File: config.mk
export PLATFORM = sky130hd
export DESIGN_NAME = exu_dispatch
export DESIGN_NICKNAME = d
export VERILOG_FILES = /design/src/design/exu_pkg.sv /design/src/design/exu_dispatch.sv
export VERILOG_INCLUDE_DIRS = /design/src /design/src/design
export SDC_FILE = /design/constraint.sdc
export NUM_CORES = 1
export LEC_CHECK = 0
export BUFFER_PORTS_ARGS = -buffer_cell sky130_fd_sc_hd__buf_2
export CAP_MARGIN = 15
export CORE_AREA = 4 4 212 214
export DETAILED_ROUTE_END_ITERATION = 6
export DIE_AREA = 0 0 216 218
export PLACE_DENSITY = 0.56
export SLEW_MARGIN = 20
export SYNTH_ARGS = -nofsm -noshare
export SYNTH_HDL_FRONTEND = slang
export SYNTH_SLANG_ARGS = --single-unit
export TNS_END_PERCENT = 10
File: constraint.sdc
create_clock -name clk -period 15.1 [get_ports clk]
set_clock_uncertainty 0.15 [all_clocks]
set_input_delay 1.51 -clock clk [delete_from_list [all_inputs] [get_ports clk]]
set_output_delay 1.51 -clock clk [all_outputs]
set_load 0.05 [all_outputs]
File: src/design/exu_config.svh
`ifndef EXU_CONFIG_SVH
`define EXU_CONFIG_SVH

// integer register width
`define EXU_XLEN 64

// execute lanes in the cluster, 2 or more
`define EXU_NUM_LANES 4

`endif

File: src/design/exu_pkg.sv
`include "exu_config.svh"

package exu_pkg;

  // operation class from the decoder
  typedef enum logic {
    EXU_CLASS_ALU = 1'b0,
    EXU_CLASS_BJP = 1'b1
  } exu_class_e;

  // integer alu opcodes, word forms use word_op
  typedef enum logic [3:0] {
    ALU_ADD  = 4'd0,
    ALU_SUB  = 4'd1,
    ALU_SLL  = 4'd2,
    ALU_SLT  = 4'd3,
    ALU_SLTU = 4'd4,
    ALU_XOR  = 4'd5,
    ALU_SRL  = 4'd6,
    ALU_SRA  = 4'd7,
    ALU_OR   = 4'd8,
    ALU_AND  = 4'd9,
    ALU_LUI  = 4'd10
  } exu_alu_op_e;

  // branch and jump opcodes
  typedef enum logic [2:0] {
    BJP_JAL  = 3'd0,
    BJP_JALR = 3'd1,
    BJP_BEQ  = 3'd2,
    BJP_BNE  = 3'd3,
    BJP_BLT  = 3'd4,
    BJP_BGE  = 3'd5,
    BJP_BLTU = 3'd6,
    BJP_BGEU = 3'd7
  } exu_bjp_op_e;

  // decoded packet into the stage
  typedef struct packed {
    exu_class_e           op_class;
    exu_alu_op_e          alu_op;
    exu_bjp_op_e          bjp_op;
    logic                 word_op;
    logic                 rd_wr_en;
    logic [4:0]           rd_idx;
    logic [`EXU_XLEN-1:0] op1;
    logic [`EXU_XLEN-1:0] op2;
    logic [`EXU_XLEN-1:0] jp_base;
    logic [`EXU_XLEN-1:0] jp_offset;
  } exu_req_t;

  // write-back and redirect result
  typedef struct packed {
    logic                 rd_wr_en;
    logic [4:0]           rd_idx;
    logic [`EXU_XLEN-1:0] alu_res;
    logic                 jump_flag;
    logic [`EXU_XLEN-1:0] jump_addr;
  } exu_res_t;

endpackage

File: src/design/exu_dispatch.sv
`timescale 1ns/100ps
`include "exu_config.svh"

module exu_dispatch (
  input  logic                      clk,
  input  logic                      rst_n_i,
  input  logic                      in_req_i,
  input  exu_pkg::exu_req_t         in_pkt_i,
  output logic                      in_ack_o,
  input  logic [`EXU_NUM_LANES-1:0] lane_busy_i,
  output logic [`EXU_NUM_LANES-1:0] lane_start_o,
  output exu_pkg::exu_req_t         lane_pkt_o
);

  localparam int NUM_LANES = `EXU_NUM_LANES;
  localparam int PTR_W = $clog2(NUM_LANES);

  typedef enum logic [1:0] {
    DISP_IDLE         = 2'd0,
    DISP_ACK_HIGH     = 2'd1,
    DISP_WAIT_REQ_LOW = 2'd2
  } disp_state_e;

  disp_state_e       state_q;
  disp_state_e       state_d;
  logic [PTR_W-1:0]  ptr_q;
  logic              accept;
  exu_pkg::exu_req_t pkt_q;

  // only the lane under the pointer may take the packet
  assign accept = (state_q == DISP_IDLE) && in_req_i && !lane_busy_i[ptr_q];

  always_comb begin
    state_d = state_q;
    case (state_q)
      DISP_IDLE: if (accept) state_d = DISP_ACK_HIGH;
      // ack_high lasts one cycle, it is the start pulse cycle
      DISP_ACK_HIGH: state_d = in_req_i ? DISP_WAIT_REQ_LOW : DISP_IDLE;
      DISP_WAIT_REQ_LOW: if (!in_req_i) state_d = DISP_IDLE;
      default: state_d = DISP_IDLE;
    endcase
  end

  always_ff @(posedge clk) begin
    if (!rst_n_i) begin
      state_q <= DISP_IDLE;
      ptr_q   <= '0;
    end else begin
      state_q <= state_d;
      // advance once the hand-off pulse has gone out
      if (state_q == DISP_ACK_HIGH) begin
        ptr_q <= (ptr_q == PTR_W'(NUM_LANES - 1)) ? '0 : ptr_q + 1'b1;
      end
    end
  end

  always_ff @(posedge clk) begin
    if (accept) pkt_q <= in_pkt_i;
  end

  assign in_ack_o     = (state_q != DISP_IDLE);
  assign lane_start_o = (state_q == DISP_ACK_HIGH) ?
                        ({{(NUM_LANES-1){1'b0}}, 1'b1} << ptr_q) : '0;
  assign lane_pkt_o   = pkt_q;

endmodule

==> flow_summary.json, run 1 <==
{
  "status": "complete, no violations",
  "endpoint_kind": "flip-flop",
  "pwr-share-seq_pct": 48.1,
  "hold_viol_final": 0,
  "clockPowerShare_pct": 38.7,
  "hpwl_um": 20600,
  "grt_pass1_vias": 5744,
  "overflow": 0,
  "preCtsSetupSlack_ns": 10.83,
  "die_h_um": 218,
  "share_comb_of_total_power_pct": 13.2,
  "antenna_found_initial": 7,
  "r2r_cells": 5,
  "clk_latency_ns": 0.55,
  "ys_warn_count": 0,
  "finalCritPeriodShare_pct": 24.2,
  "syn_to_final_growth_pct": 53.8,
  "via_count": 5276,
  "synth_cell_types": 15,
  "whs_endpoint": "state_q[1]$_SDFFE_PN0P_",
  "power.internal_mw": 1.39,
  "initial_core_util_pct": 19.7,
  "synthMuxAreaShare_pct": 0.475,
  "num_rows": 76,
  "avgSynthCellArea_sq_um": 27.9,
  "cts-buffers-inserted": 30,
  "fin_tns_setup_ns": 0,
  "synthAdderAreaFrac_pct": 0.594,
  "viasPerCell": 3.52,
  "vdd.ir_drop.worst_mv": 0.0840,
  "swShare_pct": 26.3,
  "p_sw_uw": 494,
  "crit_fanout": 80,
  "boundaryPins": 554,
  "ctsHoldBuffers": 0,
  "ctsLongestPathBuffers": 3,
  "layout_min_cycle_time_ns": 3.66,
  "crit_required_ns": 15.12,
  "crit_type": "input port to flip-flop",
  "drive_above_1_share_pct": 66.3,
  "syn_area_sq_um": 8430,
  "synth_compound_area_share_pct": 0.0891,
  "grt_max_degree": 81,
  "placedCellCount": 1444,
  "nFillCells": 4301,
  "worstPathArrival_ns": 3.68,
  "maxCapViolations": 0,
  "r2r_slack_ns": 11.94,
  "powerDensity_nw_per_um2": 145,
  "cts.clk_slew.worst_paths_ns": 0.06,
  "cts.repair.resized": 0,
  "die_w_um": 216,
  "netlist_instances": 302,
  "r2r_end": "lane_pkt_o[255]$_DFFE_PP_",
  "synth_top_family_by_area": "simple AND/OR/NAND/NOR gates",
  "grt_pass1_wl_um": 36200,
  "port_buffers": 553,
  "p_total_mw": 1.88,
  "cts.sinks": 275,
  "hp-class": "flip-flop to flip-flop",
  "hold_path.startpoint": "state_q[0]$_SDFFE_PN0P_",
  "relSlewSlack_pct": 32.4,
  "synth_xor_area_share_pct": 0.104,
  "finish.utilization_pct": 30.2,
  "die-area_sq_um": 47100,
  "drtPass1Iterations": 4,
  "rr_startpoint": "ptr_q[0]$_SDFFE_PN0P_",
  "yosys.area_share.simple_pct": 1.14,
  "setup_ws_ns": 11.44,
  "remaining_drc_errors": 0,
  "finalSetupViolations": 0,
  "wl_per_cell_um": 17.3,
  "track_usage_pct": 10.2,
  "leakagePower_nw": 5.34,
  "cts_tree": "done",
  "finalWirelength_um": 25900,
  "min_path_cells": 2,
  "synth_fp_nets": 584,
  "tightestPinTransition_ns": 1.01,
  "synth_seq_area_share_pct": 97.5,
  "gp_congestion": 0.849,
  "layoutNonFillerInstCount": 1500,
  "ant_nets": 0,
  "postCtsSetupBuffers": 0,
  "first_iter_violations": 238,
  "layout.nets": 1173,
  "ys_ff_latch": 275,
  "crit_path_start_kind": "input port",
  "cts-root-buf": "clkbuf_16",
  "core_area_sq_um": 42900,
  "rsz0062_at_grt": "no",
  "htree_levels": 1,
  "max_freq_mhz": 273,
  "finalMaxSlewViolations": 0
}
[power groups by stage]
stage	Clock (mW)	Combinational [mW]	Sequential, mW
3_3_place_gp	0	0.250	0.920
5_1_grt	0.793	0.260	0.908
3_5_place_dp	0	0.252	0.921
2_1_floorplan	0	0.0198	1.08
6_report	0.729	0.248	0.905
4_1_cts	0.760	0.252	0.906
[area by class of cell]
cell class              instances  area, sq um  area share, %
diodes                          1         2.50         0.0193
clock buffers                  34          787           6.07
clock inverters                21          206           1.59
inverters                       2         7.51         0.0579
multi-input cells              25          210           1.62
flip-flops and latches        275         8220           63.4
well taps                     585          732           5.65
repair buffers                557         2800           21.6
[stage by stage]
stage / area, sq um / hold WS (ns)
2_1_floorplan: 8430 / 0.378
3_3_place_gp: 12000 / 0.402
3_5_place_dp: 12000 / 0.429
4_1_cts: 13000 / 0.447
5_1_grt: 13000 / 0.490
6_report: 13000 / 0.448
[kinds of logic (layout without fill, tap and decap cells)]
family / count (synthesis) / after routing
compound gates: 1 / 1
buf+inv: 2 / 614
flops: 275 / 275
fa+ha+maj: 4 / 4
mux: 4 / 4
other cells: 0 / 1
xor+xnor: 1 / 1
simple gates: 15 / 15
[worst max path at each step]
| stage | start | endpoint | slack [ns] | cells after the start |
|---|---|---|---|---|
| after floorplan | lane_busy_i[1] | lane_pkt_o[0]$_DFFE_PP_ | 0.34 | 3 |
| after global placement | lane_busy_i[2] | lane_pkt_o[249]$_DFFE_PP_ | 10.94 | 6 |
| after detailed placement | lane_busy_i[1] | lane_pkt_o[211]$_DFFE_PP_ | 10.83 | 6 |
| after CTS | lane_busy_i[1] | lane_pkt_o[255]$_DFFE_PP_ | 11.44 | 6 |
| after global routing | lane_busy_i[1] | lane_pkt_o[255]$_DFFE_PP_ | 11.28 | 6 |
| final | lane_busy_i[1] | lane_pkt_o[255]$_DFFE_PP_ | 11.44 | 6 |
[synth_stat cells]
library cell / n / area [sq um]
a22oi_1: 1 / 7.51
and2_2: 4 / 30.0
dfxtp_1: 4 / 80.1
edfxtp_1: 271 / 8140
ha_1: 4 / 50.1
inv_1: 2 / 7.51
mux2i_1: 4 / 40.0
nand2_1: 1 / 3.75
nor2_1: 3 / 11.3
nor2b_1: 3 / 18.8
nor2b_4: 1 / 13.8
nor3_1: 1 / 5.00
nor3b_1: 1 / 7.51
or2_2: 1 / 6.26
xnor2_1: 1 / 8.76
[sequential cells by signal (all words and copies together) (netlist names)]
| signal | flops |
|---|---|
| ptr_q | 2 |
| state_q | 2 |
| lane_pkt_o | 271 |
[cells in the final DEF (no fill, tap or decap)]
| cell | Yosys | routed |
|---|---|---|
| a22oi_1 | 1 | 1 |
| and2_2 | 4 | 4 |
| buf_2 | 0 | 553 |
| buf_4 | 0 | 4 |
| bufinv_16 | 0 | 4 |
| clkbuf_1 | 0 | 3 |
| clkbuf_16 | 0 | 31 |
| clkinv_1 | 0 | 10 |
| clkinv_2 | 0 | 4 |
| dfxtp_1 | 4 | 4 |
| diode_2 | 0 | 1 |
| edfxtp_1 | 271 | 271 |
| ha_1 | 4 | 4 |
| inv_1 | 2 | 2 |
| inv_6 | 0 | 2 |
| inv_8 | 0 | 1 |
| mux2i_1 | 4 | 4 |
| nand2_1 | 1 | 1 |
| nor2_1 | 3 | 3 |
| nor2b_1 | 3 | 2 |
| nor2b_4 | 1 | 2 |
| nor3_1 | 1 | 1 |
| nor3b_1 | 1 | 1 |
| or2_2 | 1 | 1 |
| xnor2_1 | 1 | 1 |
[layer usage]
| layer | vias up | share of wire, % | GRT usage (%) |
|---|---|---|---|
| li1 | 2403 | - | - |
| met1 | 2472 | 33 | 10.3 |
| met2 | 338 | 50 | 18.0 |
| met3 | 51 | 14 | 5.94 |
| met4 | 12 | 2.5 | 2.67 |
| met5 | - | 0.37 | 0 |
[critical path, stage by stage]
cell and delay [ns]:
buf_2 0.10, mux2i_1 0.15, a22oi_1 0.17, nor2b_4 0.14, buf_4 0.60, buf_4 0.88
Power figures use the tool's default switching activity.
==> run 2: changes to the inputs <==
==> constraint.sdc (replaced) <==
create_clock -name clk -period 3.3 [get_ports clk]
set_clock_uncertainty 0.15 [all_clocks]
set_input_delay 0.33 -clock clk [delete_from_list [all_inputs] [get_ports clk]]
set_output_delay 0.33 -clock clk [all_outputs]
set_load 0.05 [all_outputs]
==> flow_summary.json, run 2 (same netlist as run 1, synthesis figures left out) <==
{
  "status": "complete, no violations",
  "preCtsSetupSlack_ns": 1.15,
  "crit_family": "flip-flops",
  "crit_type": "flip-flop to output pin",
  "hold_viol_final": 0,
  "layoutNonFillerInstCount": 1772,
  "cts.sinks": 275,
  "syn_to_final_growth_pct": 86.3,
  "cts.clk_slew.worst_paths_ns": 0.06,
  "relSlewSlack_pct": 46.2,
  "remaining_drc_errors": 0,
  "fin_tns_setup_ns": 0,
  "cp_slowest_cell": "dfxtp_1",
  "drive_above_1_share_pct": 51.3,
  "crit_path_start_kind": "flip-flop",
  "crit_required_ns": 2.82,
  "rsz0062_at_grt": "no",
  "die_h_um": 218,
  "cts.repair.resized": 0,
  "final_common_cell": "buf_2",
  "vdd.ir_drop.worst_mv": 0.462,
  "antenna_found_initial": 4,
  "grt_pass1_wl_um": 43700,
  "r2r_cells": 5,
  "setup_ws_ns": 1.10,
  "fin_hold_ws_ns": 0.109,
  "whs_endpoint": "state_q[0]$_SDFFE_PN0P_",
  "tightestPinTransition_ns": 0.808,
  "finish.utilization_pct": 36.6,
  "max_freq_mhz": 454,
  "ctsLongestPathBuffers": 3,
  "ant_nets": 0,
  "htree_levels": 1,
  "cts-root-buf": "clkbuf_16",
  "finalSetupViolations": 0,
  "layout_min_cycle_time_ns": 2.20,
  "crit_fanout": 6,
  "initial_core_util_pct": 19.7,
  "wl_per_cell_um": 17.1,
  "layout.nets": 1447,
  "nFillCells": 4016,
  "hpwl_um": 20900,
  "largest_reg_flops": 271,
  "first_iter_violations": 358,
  "crit_chain": "nor2b_4 > and2_2 > buf_2",
  "min_path_cells": 4,
  "gp_congestion": 0.790,
  "finalMaxSlewViolations": 0,
  "maxCapViolations": 0,
  "grt_pass1_vias": 7302,
  "grt_max_degree": 126,
  "hold_path.startpoint": "lane_busy_i[2]",
  "path_buf_inv": 1,
  "placedCellCount": 1444,
  "num_rows": 76,
  "clk_latency_ns": 0.54,
  "finalCritPeriodShare_pct": 66.8,
  "finalWirelength_um": 30400,
  "cts_tree": "done",
  "port_buffers": 553,
  "hp-class": "input port to flip-flop",
  "die_w_um": 216,
  "worstPathArrival_ns": 1.72,
  "leakagePower_nw": 6.48,
  "cp_slowest_stage_delay_ns": 0.46,
  "p_total_mw": 8.80,
  "powerDensity_nw_per_um2": 560,
  "final_area_sq_um": 15700,
  "via_count": 6400,
  "endpoint_kind": "output pin",
  "boundaryPins": 554,
  "viasPerCell": 3.61,
  "placed_area_sq_um": 12000,
  "rr_startpoint": "ptr_q[1]$_SDFFE_PN0P_",
  "cts-buffers-inserted": 31,
  "track_usage_pct": 12.0,
  "overflow": 0,
  "drtPass1Iterations": 4,
  "r2r_slack_ns": 1.16,
  "core_area_sq_um": 42900,
  "r2r_end": "lane_pkt_o[68]$_DFFE_PP_",
  "mostFrequentLayoutCells": "buf_2, dlygate4sd3_1, edfxtp_1, clkbuf_16, clkbuf_1",
  "die-area_sq_um": 47100
}
==> run 2: cell types whose count changed in the layout (fill, tap and decap cells not counted), moves of 2 or more <==
cell | before | now
clkinv_2 | 4 | 6
bufinv_16 | 4 | 2
clkbuf_1 | 3 | 8
buf_4 | 4 | 0
clkinv_1 | 10 | 5
buf_12 | 0 | 4
dlygate4sd3_1 | 0 | 273
==> run 2: report_power, final <==
part	internal, mW	leakage (nW)	switching (mW)	total, mW
Sequential	4.09	2.56	0.0551	4.14
Combinational	0.468	3.45	0.952	1.42
Clock	1.87	0.462	1.36	3.24
==> run 2: worst max-delay path by stage <==
stage	startpoint	endpoint	slack [ns]	cells past startpoint
CTS	state_q[0]$_SDFFE_PN0P_	lane_start_o[3]	1.08	3
floorplan	ptr_q[0]$_SDFFE_PN0P_	lane_pkt_o[0]$_DFFE_PP_	-2.00	3
global route	state_q[0]$_SDFFE_PN0P_	lane_start_o[3]	1.03	3
finish	state_q[0]$_SDFFE_PN0P_	lane_start_o[3]	1.10	3
detailed placement	lane_busy_i[1]	lane_pkt_o[101]$_DFFE_PP_	1.15	6
global placement	lane_busy_i[1]	lane_pkt_o[184]$_DFFE_PP_	1.19	6
==> run 2: cell type report <==
type	instances	area, sq um	share of cell area (%)
antenna	1	2.50	0.0159
inverter	2	7.51	0.0478
tap	585	732	4.66
clock buffer	39	806	5.13
timing repair buffer	830	5580	35.5
sequential	275	8220	52.4
clock inverter	15	129	0.821
multi-input combinational	25	225	1.43
==> run 2: worst register-to-register path, stage by stage (launching register included) <==
cell and delay (ns):
dfxtp_1 0.45, nor3b_2 0.23, a22oi_2 0.10, nor2b_4 0.19, buf_12 0.28, buf_12 0.35
==> run 2: layer usage <==
layer	GRT usage, %	part of all wire, %
met4	4.86	3.5
met2	21.2	51
met3	4.42	9.2
met1	13.0	36
met5	0	0.13
==> run 2: what timing repair did <==
action	CTS	global route
buffers inserted	0	0
endpoints found under the hold margin	275	0
hold buffers	273	0
