$ cat src/design/exu_config.svh
`ifndef EXU_CONFIG_SVH
`define EXU_CONFIG_SVH

// integer register width
`define EXU_XLEN 64

// execute lanes in the cluster, 2 or more
`define EXU_NUM_LANES 4

`endif

$ cat src/design/exu_pkg.sv
`include "exu_config.svh"

package exu_pkg;

  // operation class from the decoder
  typedef enum logic {
    EXU_CLASS_ALU = 1'b0,
    EXU_CLASS_BJP = 1'b1
  } exu_class_e;

  // integer alu opcodes, word forms use word_op
  typedef enum logic [3:0] {
    ALU_ADD  = 4'd0,
    ALU_SUB  = 4'd1,
    ALU_SLL  = 4'd2,
    ALU_SLT  = 4'd3,
    ALU_SLTU = 4'd4,
    ALU_XOR  = 4'd5,
    ALU_SRL  = 4'd6,
    ALU_SRA  = 4'd7,
    ALU_OR   = 4'd8,
    ALU_AND  = 4'd9,
    ALU_LUI  = 4'd10
  } exu_alu_op_e;

  // branch and jump opcodes
  typedef enum logic [2:0] {
    BJP_JAL  = 3'd0,
    BJP_JALR = 3'd1,
    BJP_BEQ  = 3'd2,
    BJP_BNE  = 3'd3,
    BJP_BLT  = 3'd4,
    BJP_BGE  = 3'd5,
    BJP_BLTU = 3'd6,
    BJP_BGEU = 3'd7
  } exu_bjp_op_e;

  // decoded packet into the stage
  typedef struct packed {
    exu_class_e           op_class;
    exu_alu_op_e          alu_op;
    exu_bjp_op_e          bjp_op;
    logic                 word_op;
    logic                 rd_wr_en;
    logic [4:0]           rd_idx;
    logic [`EXU_XLEN-1:0] op1;
    logic [`EXU_XLEN-1:0] op2;
    logic [`EXU_XLEN-1:0] jp_base;
    logic [`EXU_XLEN-1:0] jp_offset;
  } exu_req_t;

  // write-back and redirect result
  typedef struct packed {
    logic                 rd_wr_en;
    logic [4:0]           rd_idx;
    logic [`EXU_XLEN-1:0] alu_res;
    logic                 jump_flag;
    logic [`EXU_XLEN-1:0] jump_addr;
  } exu_res_t;

endpackage

$ cat src/design/exu_collect.sv
`timescale 1ns/100ps
`include "exu_config.svh"

module exu_collect (
  input  logic                      clk,
  input  logic                      rst_n_i,
  input  logic [`EXU_NUM_LANES-1:0] lane_valid_i,
  input  exu_pkg::exu_res_t         lane_res_i [`EXU_NUM_LANES],
  output logic [`EXU_NUM_LANES-1:0] lane_pop_o,
  output logic                      out_req_o,
  output exu_pkg::exu_res_t         out_res_o,
  input  logic                      out_ack_i
);

  localparam int NUM_LANES = `EXU_NUM_LANES;
  localparam int PTR_W = $clog2(NUM_LANES);

  typedef enum logic [1:0] {
    COL_IDLE         = 2'd0,
    COL_REQ_HIGH     = 2'd1,
    COL_WAIT_ACK_LOW = 2'd2
  } col_state_e;

  col_state_e              state_q;
  logic [PTR_W-1:0]        ptr_q;
  logic [NUM_LANES-1:0]    pop_q;
  logic                    offer;
  exu_pkg::exu_res_t       res_q;

  // previous ack must be gone before the next offer
  assign offer = (state_q == COL_IDLE) && lane_valid_i[ptr_q] && !out_ack_i;

  always_ff @(posedge clk) begin
    if (!rst_n_i) begin
      state_q <= COL_IDLE;
      ptr_q   <= '0;
      pop_q   <= '0;
    end else begin
      pop_q <= '0;
      case (state_q)
        COL_IDLE: if (offer) state_q <= COL_REQ_HIGH;
        COL_REQ_HIGH: begin
          if (out_ack_i) begin
            state_q <= COL_WAIT_ACK_LOW;
            pop_q   <= {{(NUM_LANES-1){1'b0}}, 1'b1} << ptr_q;
            ptr_q   <= (ptr_q == PTR_W'(NUM_LANES - 1)) ? '0 : ptr_q + 1'b1;
          end
        end
        COL_WAIT_ACK_LOW: if (!out_ack_i) state_q <= COL_IDLE;
        default: state_q <= COL_IDLE;
      endcase
    end
  end

  // hold the offered result stable for the whole handshake
  always_ff @(posedge clk) begin
    if (offer) res_q <= lane_res_i[ptr_q];
  end

  assign out_req_o  = (state_q == COL_REQ_HIGH);
  assign out_res_o  = res_q;
  assign lane_pop_o = pop_q;

endmodule

$ cat config.mk
export PLATFORM = sky130hd
export DESIGN_NAME = exu_collect
export DESIGN_NICKNAME = d
export VERILOG_FILES = /design/src/design/exu_pkg.sv /design/src/design/exu_collect.sv
export VERILOG_INCLUDE_DIRS = /design/src /design/src/design
export SDC_FILE = /design/constraint.sdc
export NUM_CORES = 1
export LEC_CHECK = 0
export BUFFER_PORTS_ARGS = -buffer_cell sky130_fd_sc_hd__buf_2
export CORE_AREA = 2 2 266 268
export CTS_CLUSTER_DIAMETER = 100
export DETAILED_ROUTE_END_ITERATION = 8
export DIE_AREA = 0 0 268 270
export GPL_ROUTABILITY_DRIVEN = 0
export PLACE_DENSITY_LB_ADDON = 0.05
export SLEW_MARGIN = 20
export SYNTH_ARGS = -nofsm -noshare
export SYNTH_HDL_FRONTEND = slang
export SYNTH_SLANG_ARGS = --single-unit
$ cat constraint.sdc
create_clock -name clk -period 34 [get_ports clk]
set_clock_uncertainty 0.05 [all_clocks]
set_input_delay 1.7 -clock clk [delete_from_list [all_inputs] [get_ports clk]]
set_output_delay 1.7 -clock clk [all_outputs]
set_load 0.02 [all_outputs]
==> results.py, run 1 <==
metrics = {
    "run_status": {
        "status": "finished clean",
    },
    "critical_path": {
        "critPathMaxStageDelay_ns": 0.76,
        "critPathLaunchType": "primary input",
        "cp_slowest_cell": "buf_4",
        "crit_chain": "buf_2 -> mux4_2 -> nor4b_2 -> buf_4 -> buf_4",
        "cp_max_fo": 59,
        "cpMostUsedCell": "buf_4",
        "cp_data_arrival_time_ns": 3.56,
        "endpoint_kind": "flop",
        "path_buf_inv": 3,
        "worstSetupPathType": "primary input to flop",
        "critPathTopFamily": "buffers and inverters",
        "crit_required_ns": 34.04,
    },
    "logic_synthesis": {
        "synth_ff_type": "edfxtp_1",
        "yosysSeqAreaShare_pct": 54.86,
        "synth_top_area_cell": "edfxtp_1",
        "ys_types": 22,
        "synth.area.top_cells": "edfxtp_1, mux4_2, dfxtp_1",
        "synth_edf_count": 135,
        "synth_top_area_share_pct": 52.78,
        "yosys_warnings": 0,
        "syn_area_per_cell_sq_um": 23.21,
        "ys_async_sr_fraction_pct": 0,
        "ys_ff_latch": 143,
        "syn_inst": 331,
        "synth_nets": 879,
        "synth_area_sq_um": 7681,
    },
    "floorplan": {
        "core_sq_um": 69540,
        "pin_count": 687,
        "die_x_um": 268,
        "fp-row-count": 97,
        "initial_core_util_pct": 11.05,
        "dieArea_sq_um": 72360,
        "fp.dieH_um": 270,
    },
    "routing": {
        "vias_per_cell": 3.379,
        "drtPass1Iterations": 4,
        "via_count": 6639,
        "drt_iter0_drc": 218,
        "routed_wl_um": 40090,
        "post-route-drc-count": 0,
        "post_drt_wl_per_cell_um": 20.40,
        "drtAntennaViolNets": 0,
    },
    "clock_tree": {
        "clkSinkCount": 143,
        "cts_setup_buffers": 0,
        "cts.clk_slew.worst_paths_ns": 0.06,
        "clkLatencyLatePin_ns": 0.46,
        "htreeDepth": 4,
        "cts_tree": "yes",
        "cts_buffers": 17,
        "clock_path_buffers": 2,
        "cts-hold-fix-buffers": 0,
        "cts_root_buf": "clkbuf_16",
        "cts_resized": 0,
    },
    "global_route": {
        "grt_max_degree": 60,
        "grt_usage_pct": 10.84,
        "grt_pass1_vias": 7265,
        "grt_pass1_wl_um": 53940,
        "antenna_found_initial": 10,
        "overflow": 0,
    },
    "placed_design": {
        "hpwl_um": 32790,
        "place_area_sq_um": 12100,
        "port_buffers": 686,
    },
    "power": {
        "p_total_uw": 469.4,
        "peakVddDrop_uv": 19.80,
        "cellPowerDensity_nw_per_um2": 37.23,
        "power.leakage_nw": 5.070,
    },
    "sta": {
        "fin_hold_ws_ns": 0.5364,
        "drv_slew": 0,
        "setup_viol": 0,
        "min_period_ns": 3.521,
        "setup_tns_ns": 0,
        "fmax_ghz": 0.2840,
        "tightest_slew_ns": 0.9552,
        "slew_headroom_pct": 36.32,
        "period_share_pct": 10.36,
        "hold_violations": 0,
        "rsz0062_at_grt": "no",
    },
    "final_layout": {
        "syn_to_final_growth_pct": 64.11,
        "layout-drive-gt1-share_pct": 84.08,
        "final_area_sq_um": 12610,
        "nNetsFinal": 1560,
    },
    "hold_path": {
        "hold_class": "flop to flop",
    },
    "job": {
        "max_cap_violations": 0,
    },
}
path summary, 6_finish.rpt:
kind,startpoint,endpoint,slack (ns),cells after the start
setup / recovery,lane_valid_i[2],out_res_o[52],30.48,5
hold / removal,state_q[1],state_q[0],0.54,1
setup reg to reg,ptr_q[0],out_res_o[52],30.69,3
hold reg to reg,state_q[1],state_q[0],0.54,1
power breakdown:
part | switching [mW] | internal [mW]
sequential | 0.00341 | 0.205
combinational | 0.0388 | 0.0459
clock | 0.0845 | 0.0919
final cells by class:
cell class              count  area (sq um)
well taps                 940          1176
clock buffers              20         436.7
diodes                      1         2.502
flip-flops and latches    143          4222
clock inverters            11         71.32
repair buffers            694          3493
multi-input cells         156          3204
fillers                  7735         56940
kinds of logic after synthesis:
group           Yosys count  synth area share (%)
mux                     137                 40.01
compound gates            1               0.09777
xor+xnor                  1                0.1140
buf+inv                  32                 3.502
flops                   143                 54.86
simple gates             16                 1.254
fa+ha+maj                 1                0.1629
metal layers:
metal / wire, um / share of wire, % / track usage [%] / vias up
met5: 99 / 0.25 / 0 / -
met4: 634 / 1.6 / 3.602 / 16
met3: 4271 / 11 / 5.224 / 41
met2: 21960 / 55 / 20.24 / 372
met1: 13120 / 33 / 10.22 / 3309
li1: - / - / - / 2901
worst register-to-register path, delay by kind of cell (launching register included):
family   cells  cell delay (ns)
buf+inv      2             1.52
flops        1             0.89
mux          1             0.58
through the flow:
step                instances  utilization (%)  worst slack (ns)
finish                   1965            18.13             30.48
global placement         1933            17.39             29.98
CTS                      1964            18.12             30.49
floorplan                 331                -             17.23
detailed placement       1933            17.39             29.98
global route             1965            18.13             30.32
cell usage in the layout, fill, tap and decap left out:
cell        synthesis  routed
a21boi_0            1       1
dfxtp_4             0       2
mux2i_1             1       1
clkbuf_16           0      17
mux4_2            136     136
clkinv_2            0       5
xor2_1              1       1
nand3b_1            1       1
clkinv_4            0       1
dfxtp_1             8       6
buf_4               1       8
edfxtp_1          135     135
nor3b_1             1       1
nor2_1              3       3
clkbuf_1            4       3
nor4b_1             2       1
nor4b_2             0       1
or3_1               1       1
nor2b_1             2       2
and4b_1             1       1
and3_1              2       2
ha_1                1       1
diode_2             0       1
buf_2              16     686
clkinvlp_4          0       5
nand2_1             3       3
cell usage after synthesis, types with 2 or more instances:
cell type / n
dfxtp_1: 8
and3_1: 2
mux4_2: 136
edfxtp_1: 135
nor4b_1: 2
clkbuf_1: 4
nor2_1: 3
nand2_1: 3
buf_2: 16
nor2b_1: 2
buf_8: 9
sequential cells by signal (all words and copies together) (netlist names):
signal	flops
ptr_q	2
lane_pop_o	4
state_q	2
out_res_o	135
(Power assumes the default switching activity.)
==> inputs of run 2 (changes only) <==
CORE_AREA = 2 2 271 273   (was 2 2 266 268)
DIE_AREA = 0 0 273 275   (was 0 0 268 270)
clock period = 3.1 ns   (was 34 ns; I/O delays follow)
==> run 2 against run 1 <==
  * Cell count rose by 15%
  * Via count rose by 15%
  * Non-clock buffer count rose by 270
  * Critical endpoint is now out_res_o[73]
  * Largest cell class is now non-clock buffers
==> results.py, run 2 (synthesis results as in run 1) <==
metrics = {
    "run_status": {
        "status": "finished clean",
    },
    "critical_path": {
        "cp_max_fo": 93,
        "critPathTopFamily": "buffers and inverters",
        "cp_data_arrival_time_ns": 2.78,
        "crit_chain": "buf_12 -> mux4_2 -> dlygate4sd3_1",
        "critPathMaxStageDelay_ns": 0.60,
        "endpoint_kind": "flop",
        "worstSetupPathType": "flop to flop",
        "path_buf_inv": 2,
        "crit_required_ns": 3.26,
        "critPathLaunchType": "flop",
        "cp_slowest_cell": "mux4_2",
    },
    "routing": {
        "met3_length_um": 3932,
        "wl_met2_um": 23920,
        "post_drt_wl_per_cell_um": 18.89,
        "wl_met1_um": 14120,
        "via_count": 7611,
        "topRoutingLayerUsed": "met5",
        "routed_wl_um": 42680,
        "post-route-drc-count": 0,
        "drt_iter0_drc": 208,
        "vias_per_cell": 3.369,
        "drtPass1Iterations": 4,
        "drtAntennaViolNets": 0,
    },
    "job": {
        "max_cap_violations": 0,
    },
    "final_layout": {
        "syn_to_final_growth_pct": 101.6,
        "nNetsFinal": 1830,
        "final_area_sq_um": 15480,
        "layout-drive-gt1-share_pct": 66.33,
        "mostFrequentLayoutCells": "buf_2, dlygate4sd3_1, mux4_2",
        "final_common_cell": "buf_2",
        "finalNonFillerCells": 2259,
        "largest_register_ffs": 135,
    },
    "floorplan": {
        "fp.dieH_um": 275,
        "fp-row-count": 99,
        "pin_count": 687,
        "dieArea_sq_um": 75080,
        "core_sq_um": 72340,
        "die_x_um": 273,
        "initial_core_util_pct": 10.62,
    },
    "global_route": {
        "antenna_found_initial": 18,
        "overflow": 0,
        "grt_pass1_vias": 8268,
        "grt_pass1_wl_um": 57860,
        "grt_max_degree": 142,
        "grt_usage_pct": 11.05,
    },
    "clock_tree": {
        "cts_setup_buffers": 0,
        "cts_buffers": 17,
        "clkLatencyLatePin_ns": 0.47,
        "cts_resized": 0,
        "clkSinkCount": 143,
        "htreeDepth": 4,
        "cts.clk_slew.worst_paths_ns": 0.08,
        "cts_tree": "yes",
        "cts_root_buf": "clkbuf_16",
        "clock_path_buffers": 2,
        "cts-hold-fix-buffers": 273,
    },
    "sta": {
        "setup_tns_ns": 0,
        "slew_headroom_pct": 34.13,
        "fmax_ghz": 0.3827,
        "hold_violations": 0,
        "min_period_ns": 2.613,
        "tightest_slew_ns": 0.9881,
        "setup_slack_ns": 0.4868,
        "setup_viol": 0,
        "rsz0062_at_grt": "no",
        "period_share_pct": 84.30,
        "drv_slew": 0,
    },
    "placed_design": {
        "place_area_sq_um": 12170,
        "dp.cells": 1949,
        "port_buffers": 686,
        "hpwl_um": 32700,
        "pre_cts_ws_ns": 1.015,
    },
    "hold_path": {
        "hold_class": "primary input to flop",
    },
    "power": {
        "cellPowerDensity_nw_per_um2": 370.9,
        "peakVddDrop_uv": 290.0,
        "power.leakage_nw": 6.255,
        "p_total_mw": 5.742,
    },
}
-- run 2: cell types whose count changed in the layout (fill, tap and decap cells not counted), moves of 3 or more --
cell	delta
buf_12	+5
buf_4	-8
diode_2	+4
dlygate4sd3_1	+273
inv_6	+3
clkinvlp_4	-3
-- run 2: through the flow --
step / utilization (%) / hold slack (ns)
2_1_floorplan: - / 0.1843
3_3_place_gp: 16.82 / 0.3842
3_5_place_dp: 16.82 / 0.3837
4_1_cts: 21.39 / 0.4534
5_1_grt: 21.39 / 0.4990
6_report: 21.40 / 0.5139
-- run 2: path summary, 6_finish.rpt --
path | from | endpoint | slack (ns) | cells after the start
worst max-delay path | ptr_q[0] | out_res_o[73] | 0.49 | 3
worst min-delay path | rst_n_i | state_q[1] | 0.51 | 3
worst max register to register | ptr_q[0] | out_res_o[73] | 0.49 | 3
worst min register to register | state_q[0] | state_q[1] | 0.65 | 2
-- run 2: final cells by class --
| class | instances | area [sq um] |
|---|---|---|
| fill | 7921 | 56860 |
| clock inverter | 13 | 137.6 |
| sequential | 143 | 4222 |
| antenna | 5 | 12.51 |
| multi-input combinational | 156 | 3213 |
| clock buffer | 19 | 432.9 |
| timing repair buffer | 964 | 6266 |
| tap | 959 | 1200 |
-- run 2: power by group --
part | total, mW | internal [mW] | switching, mW
clock network | 2.21 | 1.19 | 1.03
registers | 2.27 | 2.25 | 0.0281
logic | 1.26 | 0.781 | 0.474
-- run 2: worst min-delay path: cells and delay by family --
kind	cells	cell delay [ns]
buf+inv	2	0.70
simple gates	1	0.15
-- run 2: metal layers --
layer  up-vias  global-route usage, %
met5         -                      0
met4        14                  3.264
met3        49                  4.766
met2       360                  21.32
met1      3735                  10.51
li1       3453                      -
==> inputs of run 3 (changes only) <==
ABC_AREA = 1   (was not set)
CORE_AREA = 2 2 269 271   (was 2 2 271 273)
DIE_AREA = 0 0 271 273   (was 0 0 273 275)
clock period = 2.2 ns   (was 3.1 ns; I/O delays follow)
==> run 3 against run 2 <==
  * Routed wire length is 23% higher
  * Cell count is 24% higher
  * Count of clock-buffer cells in the layout stayed put
  * Critical path depth is 2 higher
  * Register-to-register slack worse by 0.45 ns
  * Clock power is 39% higher
  * Largest power group unchanged
  * Via count is 42% higher
  * Sequential share of layout area is 0.21 points lower
==> results.py, run 3 <==
metrics = {
    "power": {
        "seq_power_share_pct": 37.5,
        "p_sw_mw": 2.670,
        "peakVddDrop_uv": 412.6,
        "cellPowerDensity_nw_per_um2": 575.0,
        "p_total_mw": 8.970,
        "power.leakage_nw": 6.708,
        "pwr-share-clk_pct": 34.3,
        "combPwrFrac_pct": 28.2,
        "p_int_mw": 6.301,
        "switching_share_pct": 29.76,
    },
    "routing": {
        "vias_per_cell": 3.866,
        "via_count": 10800,
        "drtAntennaViolNets": 0,
        "drtPass1Iterations": 5,
        "post-route-drc-count": 0,
        "routed_wl_um": 52510,
        "post_drt_wl_per_cell_um": 18.79,
        "drt_iter0_drc": 510,
    },
    "critical_path": {
        "cp_data_arrival_time_ns": 2.35,
        "r2r_start": "ptr_q[0]",
        "cp_max_fo": 116,
        "timing.reg2reg.setup_slack_ns": 0.03,
        "endpoint_kind": "flop",
        "crit_required_ns": 2.39,
        "critPathLaunchType": "flop",
        "crit_chain": "inv_8 -> buf_12 -> o21ai_0 -> o22ai_1 -> dlygate4sd3_1",
        "critPathMaxStageDelay_ns": 0.56,
        "cp_slowest_cell": "dlygate4sd3_1",
        "worstSetupPathType": "flop to flop",
        "r2r-end": "out_res_o[53]",
        "worst-r2r-cell-count": 5,
    },
    "clock_tree": {
        "clkSinkCount": 143,
        "cts_buffers": 17,
        "cts_tree": "yes",
        "cts_root_buf": "clkbuf_16",
        "clock_path_buffers": 2,
        "cts.clk_slew.worst_paths_ns": 0.06,
        "clkLatencyLatePin_ns": 0.48,
        "htreeDepth": 4,
    },
    "sta": {
        "setup_slack_ns": 0.03343,
        "drv_slew": 0,
        "min_period_ns": 2.167,
        "setup_tns_ns": 0,
        "setup_viol": 0,
        "hold_violations": 0,
        "tightest_slew_ns": 0.6464,
        "slew_headroom_pct": 56.91,
        "fmax_ghz": 0.4616,
        "rsz0062_at_grt": "no",
        "period_share_pct": 98.48,
    },
    "floorplan": {
        "dieArea_sq_um": 73980,
        "core_sq_um": 71000,
        "die_x_um": 271,
        "pin_count": 687,
        "fp.dieH_um": 273,
        "initial_core_util_pct": 11.31,
        "fp-row-count": 98,
    },
    "job": {
        "max_cap_violations": 0,
    },
    "logic_synthesis": {
        "ys_ff_latch": 143,
        "synthMostInstantiatedCell": "nor2_1",
        "synth_ff_type": "edfxtp_1",
        "ys_async_sr_fraction_pct": 0,
        "yosysSeqAreaShare_pct": 52.49,
        "synth_nets": 1489,
        "ys_types": 18,
        "syn_area_per_cell_sq_um": 8.531,
        "synth_top_area_share_pct": 50.50,
        "yosys_warnings": 0,
        "synth_top_area_cell": "edfxtp_1",
        "synth_commonest_cells": "nor2_1, o21ai_0, edfxtp_1, o22ai_1, clkbuf_1",
        "synth.area.top_cells": "edfxtp_1, o21ai_0, nor2_1",
        "synth_area_sq_um": 8028,
        "synth_edf_count": 135,
        "syn_inst": 941,
    },
    "placed_design": {
        "place_area_sq_um": 12520,
        "pre_cts_ws_ns": 0.4345,
        "port_buffers": 686,
        "hpwl_um": 40130,
    },
    "final_layout": {
        "nNetsFinal": 2368,
        "regArea_sq_um": 4222,
        "final_area_sq_um": 15600,
        "fillers": 8019,
        "mostFrequentLayoutCells": "buf_2, nor2_1, o21ai_0",
        "layout-drive-gt1-share_pct": 40.39,
        "largest_register_ffs": 135,
        "final_common_cell": "buf_2",
        "syn_to_final_growth_pct": 94.34,
        "multi_input_area_sq_um": 3337,
    },
    "global_route": {
        "grt_pass1_vias": 11200,
        "grt_max_degree": 119,
        "antenna_found_initial": 22,
        "overflow": 0,
        "grt_usage_pct": 13.66,
        "grt_pass1_wl_um": 73990,
    },
    "hold_path": {
        "hold_depth": 3,
        "min_from": "lane_res_i[266]",
        "holdPathEnd": "out_res_o[131]",
        "hold_class": "primary input to flop",
    },
    "run_status": {
        "status": "finished clean",
    },
}
run 3: changes by cell type after synthesis, moves of 10 or more:
cell | before | now
o22ai_1 | 0 | 135
nor2_1 | 3 | 276
mux4_2 | 136 | 0
o21ai_0 | 0 | 260
buf_2 | 16 | 26
clkbuf_1 | 4 | 42
o21ai_1 | 0 | 12
run 3: final cells by class:
type	count	area share (%)
multi-input cells	701	21.39
flip-flops and latches	143	27.06
clock buffers	19	2.775
well taps	950	7.619
inverters	7	0.2566
clock inverters	12	0.9303
repair buffers	950	39.78
diodes	12	0.1925
run 3: worst max-delay path by stage:
stage,cells after the start,start,to,slack [ns]
2_1_floorplan,7,ptr_q[0],out_res_o[0],-1.17
3_3_place_gp,4,state_q[1],out_res_o[57],0.38
3_5_place_dp,5,ptr_q[1],out_res_o[57],0.43
4_1_cts,6,ptr_q[1],out_res_o[53],0.05
5_1_grt,4,ptr_q[0],out_res_o[62],0.009
6_report,5,ptr_q[0],out_res_o[53],0.03
run 3: timing repair:
item                                    in CTS  in global routing
endpoints found under the hold margin      128                  0
setup buffers                                0                  2
gates resized for setup                      0                  7
hold buffers                               242                  0
endpoints found under the setup margin       0                 34
run 3: kinds of logic after synthesis:
logic type | count (synthesis) | synth area share, %
buffers and inverters | 97 | 6.000
and+or+nand+nor | 289 | 13.62
AOI/OAI and AO/OA | 411 | 27.73
adders and majority gates | 1 | 0.1558
DFF | 143 | 52.49
run 3: power by group through the flow:
stage | Clock (mW) | Sequential (mW) | Combinational [mW]
2_1_floorplan | 0 | 3.70 | 0.658
3_3_place_gp | 0 | 3.42 | 2.04
3_5_place_dp | 0 | 3.42 | 2.01
4_1_cts | 3.29 | 3.37 | 2.57
5_1_grt | 3.33 | 3.38 | 2.77
6_report | 3.08 | 3.36 | 2.53
run 3: worst max-delay path, delay by kind of cell, from the launching register on:
kind	cells	cell delay, ns
compound gates	2	0.42
buf+inv	3	0.80
flops	1	0.46
run 3: through the flow:
stage,utilization [%],std cells,hold slack [ns]
after floorplan,-,941,0.1884
after global placement,17.64,2507,0.3620
after detailed placement,17.64,2507,0.3629
after CTS,21.86,2780,0.0002312
after global routing,21.96,2790,0.01270
final,21.97,2794,0.02135
run 3: routing by layer:
metal | track usage [%] | wire length, um
met2 | 24.84 | 27480
met5 | 0 | 57
met3 | 5.105 | 4247
met1 | 14.46 | 19710
met4 | 4.609 | 1014
